### config.mk
export PLATFORM = sky130hd
export DESIGN_NAME = hisBuilderFSM
export DESIGN_NICKNAME = d
export VERILOG_FILES = /design/src/common/sifhPkg.sv /design/src/source/sampleSequencer.sv /design/src/histogram/binAccumulator.sv /design/src/histogram/peakTracker.sv /design/src/source/resultCombiner.sv /design/src/source/hisBuilderFSM.sv
export SDC_FILE = /design/constraint.sdc
export NUM_CORES = 1
export LEC_CHECK = 0
export ABC_AREA = 0
export BUFFER_PORTS_ARGS = -buffer_cell sky130_fd_sc_hd__buf_2
export CORE_ASPECT_RATIO = 1.75
export CORE_MARGIN = 1
export CORE_UTILIZATION = 30
export CTS_CLUSTER_DIAMETER = 120
export DETAILED_ROUTE_END_ITERATION = 10
export MAX_ROUTING_LAYER = met4
export PLACE_DENSITY = 0.57
export REMOVE_ABC_BUFFERS = 1
export SYNTH_ARGS = -nofsm -noshare
export SYNTH_HDL_FRONTEND = slang
export SYNTH_SLANG_ARGS = --single-unit
### constraint.sdc
create_clock -name clk -period 5.3 [get_ports clk]
set_input_delay 1.06 -clock clk [delete_from_list [all_inputs] [get_ports clk]]
set_output_delay 1.06 -clock clk [all_outputs]
set_load 0.05 [all_outputs]
### src/common/sifhPkg.sv
package sifhPkg;

    // ====================
    // Frame geometry
    // ====================

    // Sample and result width.
    localparam int Np = 10;

    // Pixels packed into one result word.
    localparam int pixelNumPerRam = 3;

    // Taps per pixel and rows per frame.
    localparam int tapNum = 2;
    localparam int rowNum = 2;

    // Row, pixel, tap order gives 12 samples per frame.
    localparam int samplesPerFrame = rowNum * pixelNumPerRam * tapNum;

    // ====================
    // Histogram
    // ====================

    // Four coarse bins taken from the top two sample bits.
    localparam int binNum = 4;

    // Each bin spans 2**binLog2Width codes (256 for Np = 10).
    localparam int binLog2Width = Np - $clog2(binNum);

    // Largest count per pixel is rowNum * tapNum = 4.
    localparam int binCountWidth = 3;

    // ====================
    // Types
    // ====================

    typedef logic [Np-1:0] sampleT;
    typedef logic [1:0]    pixelIdxT;
    typedef logic [1:0]    binIdxT;

    typedef enum logic {
        idle,
        inFrame
    } seqStateT;

    // Raw sample with its frame position, 15 bits.
    typedef struct packed {
        sampleT   data;
        pixelIdxT pixel;
        logic     tap;
        logic     first;
        logic     last;
    } taggedSampleT;

    // Counts indexed as count[pixel][bin], 36 bits.
    typedef struct packed {
        logic [pixelNumPerRam-1:0][binNum-1:0][binCountWidth-1:0] count;
    } binCountsT;

    // Largest sample seen by each pixel, 30 bits.
    typedef struct packed {
        sampleT [pixelNumPerRam-1:0] peak;
    } peaksT;

    // Pixel 0 sits in the low Np bits.
    typedef sampleT [pixelNumPerRam-1:0] resultT;

endpackage

### src/source/sampleSequencer.sv
`timescale 1ns/1ps

module sampleSequencer (
    input  logic                  clk,
    input  logic                  rstN,
    input  logic                  wrEn,
    input  sifhPkg::sampleT       data,
    output sifhPkg::taggedSampleT tag,
    output logic                  tagValid,
    output logic                  frameEnd
);
    import sifhPkg::*;

    seqStateT state;
    logic     tapCnt;
    pixelIdxT pixelCnt;
    logic     rowCnt;

    logic     lastTap;
    logic     lastPixel;
    logic     lastRow;
    logic     lastSample;

    // ====================
    // Position counters
    // ====================

    assign lastTap    = (tapCnt == 1'(tapNum - 1));
    assign lastPixel  = (pixelCnt == pixelIdxT'(pixelNumPerRam - 1));
    assign lastRow    = (rowCnt == 1'(rowNum - 1));
    assign lastSample = lastTap && lastPixel && lastRow;

    // Tap runs fastest, then pixel, then row.
    // All three wrap to zero together on the last sample.
    always_ff @(posedge clk) begin
        if (!rstN) begin
            state    <= idle;
            tapCnt   <= 1'b0;
            pixelCnt <= '0;
            rowCnt   <= 1'b0;
        end else if (wrEn) begin
            state  <= lastSample ? idle : inFrame;
            tapCnt <= lastTap ? 1'b0 : tapCnt + 1'b1;
            if (lastTap) begin
                pixelCnt <= lastPixel ? pixelIdxT'(0) : pixelCnt + 1'b1;
            end
            if (lastTap && lastPixel) begin
                rowCnt <= lastRow ? 1'b0 : rowCnt + 1'b1;
            end
        end
    end

    // ====================
    // Tag output
    // ====================

    // Payload only; tagValid qualifies it.
    always_ff @(posedge clk) begin
        if (wrEn) begin
            tag <= '{
                data:  data,
                pixel: pixelCnt,
                tap:   tapCnt,
                first: (state == idle),
                last:  lastSample
            };
        end
    end

    always_ff @(posedge clk) begin
        if (!rstN) begin
            tagValid <= 1'b0;
            frameEnd <= 1'b0;
        end else begin
            tagValid <= wrEn;
            // Side blocks hold the final frame values in this cycle.
            frameEnd <= tagValid && tag.last;
        end
    end

    // A frame end only follows a valid last tag at the final tap of the final pixel.
    assert property (@(posedge clk) disable iff (!rstN)
        frameEnd |-> $past(tagValid && tag.last
                           && tag.tap == 1'(tapNum - 1)
                           && tag.pixel == pixelIdxT'(pixelNumPerRam - 1)));

endmodule

### src/histogram/binAccumulator.sv
`timescale 1ns/1ps

module binAccumulator (
    input  logic                  clk,
    input  logic                  rstN,
    input  sifhPkg::taggedSampleT tag,
    input  logic                  tagValid,
    output sifhPkg::binCountsT    binCounts
);
    import sifhPkg::*;

    binIdxT    sampleBin;
    binCountsT nextCounts;

    // ====================
    // Bin select
    // ====================

    // Coarse bin is the top bits of the sample.
    assign sampleBin = binIdxT'(tag.data >> binLog2Width);

    // ====================
    // Count update
    // ====================

    // A first tag starts from an empty histogram for every pixel,
    // otherwise the tagged pixel's bin is bumped in place.
    always_comb begin
        nextCounts = binCounts;
        if (tag.first) begin
            nextCounts = '0;
        end
        nextCounts.count[tag.pixel][sampleBin] =
            nextCounts.count[tag.pixel][sampleBin] + 1'b1;
    end

    always_ff @(posedge clk) begin
        if (!rstN) begin
            binCounts <= '0;
        end else if (tagValid) begin
            binCounts <= nextCounts;
        end
    end

    // The sequencer's framing keeps each pixel to rowNum * tapNum samples,
    // so an increment never starts from a saturated count.
    assert property (@(posedge clk) disable iff (!rstN)
        (tagValid && !tag.first) |->
            (binCounts.count[tag.pixel][sampleBin] != '1));

endmodule

### src/histogram/peakTracker.sv
`timescale 1ns/1ps

module peakTracker (
    input  logic                  clk,
    input  logic                  rstN,
    input  sifhPkg::taggedSampleT tag,
    input  logic                  tagValid,
    output sifhPkg::peaksT        peaks
);
    import sifhPkg::*;

    peaksT  nextPeaks;
    sampleT currentPeak;

    // ====================
    // Peak update
    // ====================

    // Peak of the tagged pixel before this sample; zero on a new frame.
    assign currentPeak = tag.first ? sampleT'(0) : peaks.peak[tag.pixel];

    always_comb begin
        nextPeaks = peaks;
        if (tag.first) begin
            nextPeaks = '0;
        end
        // First sample of a frame always loads, since the base is zero.
        if (tag.data > currentPeak) begin
            nextPeaks.peak[tag.pixel] = tag.data;
        end
    end

    always_ff @(posedge clk) begin
        if (!rstN) begin
            peaks <= '0;
        end else if (tagValid) begin
            peaks <= nextPeaks;
        end
    end

endmodule

### src/source/resultCombiner.sv
`timescale 1ns/1ps

module resultCombiner (
    input  logic               clk,
    input  logic               rstN,
    input  logic               frameEnd,
    input  sifhPkg::binCountsT binCounts,
    input  sifhPkg::peaksT     peaks,
    output sifhPkg::resultT    result,
    output logic               resultValid
);
    import sifhPkg::*;

    binIdxT                   modeBin [pixelNumPerRam];
    logic [binCountWidth-1:0] bestCount [pixelNumPerRam];
    sampleT                   binCenter [pixelNumPerRam];
    resultT                   nextResult;

    // ====================
    // Mode bin search
    // ====================

    // Strict compare, so the lowest bin index wins a tie.
    always_comb begin
        for (int p = 0; p < pixelNumPerRam; p++) begin
            modeBin[p]   = '0;
            bestCount[p] = binCounts.count[p][0];
            for (int b = 1; b < binNum; b++) begin
                if (binCounts.count[p][b] > bestCount[p]) begin
                    modeBin[p]   = binIdxT'(b);
                    bestCount[p] = binCounts.count[p][b];
                end
            end
        end
    end

    // ====================
    // Pixel value
    // ====================

    // Center of the mode bin, capped by the pixel's peak.
    always_comb begin
        for (int p = 0; p < pixelNumPerRam; p++) begin
            binCenter[p] = (sampleT'(modeBin[p]) << binLog2Width)
                         | (sampleT'(1) << (binLog2Width - 1));
            if (peaks.peak[p] < binCenter[p]) begin
                nextResult[p] = peaks.peak[p];
            end else begin
                nextResult[p] = binCenter[p];
            end
        end
    end

    // Result holds until the next frame end.
    always_ff @(posedge clk) begin
        if (!rstN) begin
            result      <= '0;
            resultValid <= 1'b0;
        end else begin
            resultValid <= frameEnd;
            if (frameEnd) begin
                result <= nextResult;
            end
        end
    end

    // Frames are 12 samples long, so valid can never repeat back to back.
    assert property (@(posedge clk) disable iff (!rstN)
        resultValid |=> !resultValid);

endmodule

### src/source/hisBuilderFSM.sv
`timescale 1ns/1ps

module hisBuilderFSM (
    input  logic            clk,
    input  logic            rstN,
    input  logic            wrEn,
    input  sifhPkg::sampleT data,
    output sifhPkg::resultT result,
    output logic            resultValid
);
    import sifhPkg::*;

    taggedSampleT tag;
    logic         tagValid;
    logic         frameEnd;
    binCountsT    binCounts;
    peaksT        peaks;

    // ====================
    // Front end
    // ====================

    sampleSequencer sampleSequencerU0 (
        .clk      (clk),
        .rstN     (rstN),
        .wrEn     (wrEn),
        .data     (data),
        .tag      (tag),
        .tagValid (tagValid),
        .frameEnd (frameEnd)
    );

    // ====================
    // Histogram blocks
    // ====================

    // Both see the same tag stream in parallel.
    binAccumulator binAccumulatorU0 (
        .clk       (clk),
        .rstN      (rstN),
        .tag       (tag),
        .tagValid  (tagValid),
        .binCounts (binCounts)
    );

    peakTracker peakTrackerU0 (
        .clk      (clk),
        .rstN     (rstN),
        .tag      (tag),
        .tagValid (tagValid),
        .peaks    (peaks)
    );

    // Frame end lines up with the final counts and peaks.
    resultCombiner resultCombinerU0 (
        .clk         (clk),
        .rstN        (rstN),
        .frameEnd    (frameEnd),
        .binCounts   (binCounts),
        .peaks       (peaks),
        .result      (result),
        .resultValid (resultValid)
    );

endmodule

==> metrics.cfg <==
[synthesis]
synthFlopType = dfxtp_1
yosysWarnings = 0
syn_area_sq_mm = 0.006698
ys_types = 56
ys_seq_elements = 118
syn_area_per_cell_sq_um = 8.755
syn_inst = 765
synth-edff-count = 14
synth-seq-area-share_pct = 37.36
async_reset_ff_share_pct = 0

[pwr]
peakVddDrop_v = 0.0001965
power_mw = 2.274
p_leak_nw = 2.769
power_density_mw_per_mm2 = 291.6

[global_route]
grt_max_degree = 62
antenna_found_initial = 0
grt_pass1_wl_microns = 30610
grt_pass1_vias = 5839
grt.total_usage_pct = 18.13
overflow = 0

[setup_path]
rrSetupSlack_ns = 0.49
r2r_start = binAccumulatorU0.binCounts[25]$_SDFFE_PN0P_
path_max_fanout = 11
critPathArrivalTime_ns = 5.14
rr_worst_depth = 24
path_class = flop to flop
startpoint_type = flop
rr_endpoint = resultCombinerU0.result[29]$_SDFFE_PN0P_
end_kind = flop
cp.required_ns = 5.64

[timing]
slew_headroom_pct = 29.57
timing.fmax_ghz = 0.2080
timing.final.ws_setup_ns = 0.4922
whs_ns = 0.4473
slew_viol_final = 0
fin_skew_ns = 0.008899
finalCriticalPeriod_ns = 4.808
worst_pin_slew_ns = 1.054
setup_tns_ns = 0
hold_viol_final = 0
finalSetupViolCount = 0
post-route-period-util_pct = 90.71

[detailed_routing]
drcViolationCount = 0
drtIter0Drc = 258
drt-pass1-iter-count = 6
vias_per_cell = 5.236
wirelength_microns = 19080
ant_nets = 0
dr_total_vias = 5775
wl_per_cell_microns = 17.30

[layout]
finalNonFillerCells = 1103
layout.area.seq_sq_mm = 0.002504
design_area_sq_mm = 0.007800
nFillCells = 2369
nets = 851
drive_gt1_share_pct = 15.61
multi_input_area_sq_mm = 0.003846
fin_util_pct = 35.49
area_growth_pct = 16.46
diodes = 0

[hold_path]
hold_path.class = flop to flop
whs_endpoint = sampleSequencerU0.tag[1]$_DFFE_PP_
min_from = sampleSequencerU0.state$_SDFFE_PN0P_
holdPathStages = 1

[cts]
htree_levels = 4
cts_num_sinks = 118
numCtsBuffers = 17
clockBufferDepth = 2
post_cts.repair.setup_buffers = 0
worstSkewPairLatency_ns = 0.42
cts_root_buf = clkbuf_16
cts_tree = yes
clkTransAtPathRegs_ns = 0.06
cts_hold_buf = 0

[die]
rows = 72
die_w_microns = 115.0
die_area_sq_mm = 0.02295
start_util_pct = 30.47
ios = 44
die_h_microns = 199.7
core-area_sq_mm = 0.02198

[placement]
dp.cells = 1071
finalWeightedCongestion = 0.8725
place_area_sq_mm = 0.007198
port_buffers = 43
hpwl_microns = 13690
pre_cts_slack_ns = 0.1842

[outcome]
outcome = complete, no violations

[job]
maxCapViolCount = 0

==> synth_stat cells, drive strengths merged (4+ instances only) <==
library cell,n,share of area [%]
nand3b,33,3.7
a21boi,52,5.8
a32oi,9,1.2
inv,35,2.0
buf,21,2.0
o21a,6,0.67
o31ai,14,1.6
dfxtp,104,31
and2,4,0.37
a22o,12,1.6
nand3,43,3.2
a22oi,16,1.9
o21ai,61,5.1
nor2,22,1.3
nand2b,35,3.3
a21oi,22,1.7
nor2b,25,2.3
nor3,11,0.97
nor3b,5,0.56
and3,4,0.37
clkbuf,33,1.8
edfxtp,14,6.3
mux2i,21,3.1
a31oi,5,0.47
nand2,83,4.7
ha,44,8.2
==> flip-flops by register name, summed over array words and instances, names as in the netlist, 2 cells and up <==
signal                      cells
sampleSequencerU0.tag          14
resultCombinerU0.result        30
peakTrackerU0.peaks            30
sampleSequencerU0.pixelCnt      2
binAccumulatorU0.binCounts     36
==> metal layers <==
| layer | wire length [microns] | track usage [%] |
|---|---|---|
| met5 | 0 | - |
| met4 | 876 | 12.36 |
| met3 | 749 | 2.699 |
| met2 | 10380 | 32.78 |
| met1 | 7079 | 17.62 |
==> timing repair <==
item | in CTS | in global routing
hold endpoints to repair | 0 | 0
endpoints found under the setup margin | 0 | 22
gates resized for setup | 0 | 8
==> worst max-delay path by stage <==
stage / startpoint / endpoint / slack [ns] / cells past startpoint
global route: binAccumulatorU0.binCounts[25]$_SDFFE_PN0P_ / resultCombinerU0.result[29]$_SDFFE_PN0P_ / -0.03 / 24
global placement: binAccumulatorU0.binCounts[25]$_SDFFE_PN0P_ / resultCombinerU0.result[28]$_SDFFE_PN0P_ / 0.18 / 24
CTS: binAccumulatorU0.binCounts[25]$_SDFFE_PN0P_ / resultCombinerU0.result[28]$_SDFFE_PN0P_ / 0.16 / 24
finish: binAccumulatorU0.binCounts[25]$_SDFFE_PN0P_ / resultCombinerU0.result[29]$_SDFFE_PN0P_ / 0.49 / 24
detailed placement: binAccumulatorU0.binCounts[25]$_SDFFE_PN0P_ / resultCombinerU0.result[28]$_SDFFE_PN0P_ / 0.18 / 24
floorplan: binAccumulatorU0.binCounts[13]$_SDFFE_PN0P_ / resultCombinerU0.result[18]$_SDFFE_PN0P_ / 0.91 / 23
==> worst max-delay path: stages, from the launching register on <==
cell	delay (ns)
dfxtp_1	0.38
inv_1	0.06
ha_1	0.31
nor2b_1	0.13
o21ai_0	0.13
a32oi_2	0.32
mux2i_1	0.28
ha_1	0.29
nor2b_1	0.14
o21ai_1	0.18
a32o_1	0.21
nand2_1	0.06
o21ai_0	0.08
ha_1	0.26
nor2b_1	0.13
o21ai_0	0.14
a32oi_1	0.11
a21oi_2	0.20
ha_1	0.26
a21o_1	0.19
a21oi_2	0.28
buf_4	0.27
nand2_1	0.07
o21a_1	0.12
o21ai_0	0.13
==> layout by cell type, fill, tap and decap left out, types with 4 or more instances in the layout <==
| cell type | count |
|---|---|
| and2_1 | 4 |
| a31oi_1 | 5 |
| a21boi_0 | 22 |
| dfxtp_1 | 103 |
| o21a_1 | 6 |
| mux2i_1 | 21 |
| o21ai_2 | 10 |
| nand3b_1 | 33 |
| buf_2 | 43 |
| nor3_1 | 8 |
| nand2_1 | 83 |
| edfxtp_1 | 14 |
| a21oi_2 | 4 |
| inv_1 | 35 |
| o21ai_1 | 8 |
| clkbuf_16 | 18 |
| nand3_1 | 43 |
| nand2b_1 | 35 |
| o21ai_0 | 43 |
| a22oi_1 | 14 |
| a32oi_1 | 7 |
| nor3b_1 | 5 |
| o31ai_1 | 14 |
| nor2_1 | 21 |
| a21oi_1 | 18 |
| a22o_1 | 12 |
| buf_4 | 21 |
| a21boi_1 | 30 |
| and3_1 | 4 |
| ha_1 | 44 |
| clkinv_2 | 4 |
| nor2b_1 | 24 |
==> cell families (layout without fill, tap and decap cells) <==
logic type      count (synthesis)  in the layout  synth area share, %
simple gates                  275            275                21.91
mux                            26             26                4.315
flops                         118            118                37.36
fa+ha+maj                      44             44                8.220
buf+inv                        89            131                5.810
compound gates                211            211                22.12
xor+xnor                        2              2               0.2616
==> power by group <==
| part | switching [mW] | internal, mW |
|---|---|---|
| Combinational | 0.130 | 0.0736 |
| Sequential | 0.0270 | 0.924 |
| Clock | 0.413 | 0.706 |
==> layout make-up <==
class,count,area share (%)
inverters,35,1.684
well taps,296,4.748
clock buffers,24,6.449
clock inverters,8,0.9304
multi-input cells,558,49.31
flip-flops and latches,118,32.10
repair buffers,64,4.780
Note: power is estimated with default switching activity, not from simulation.
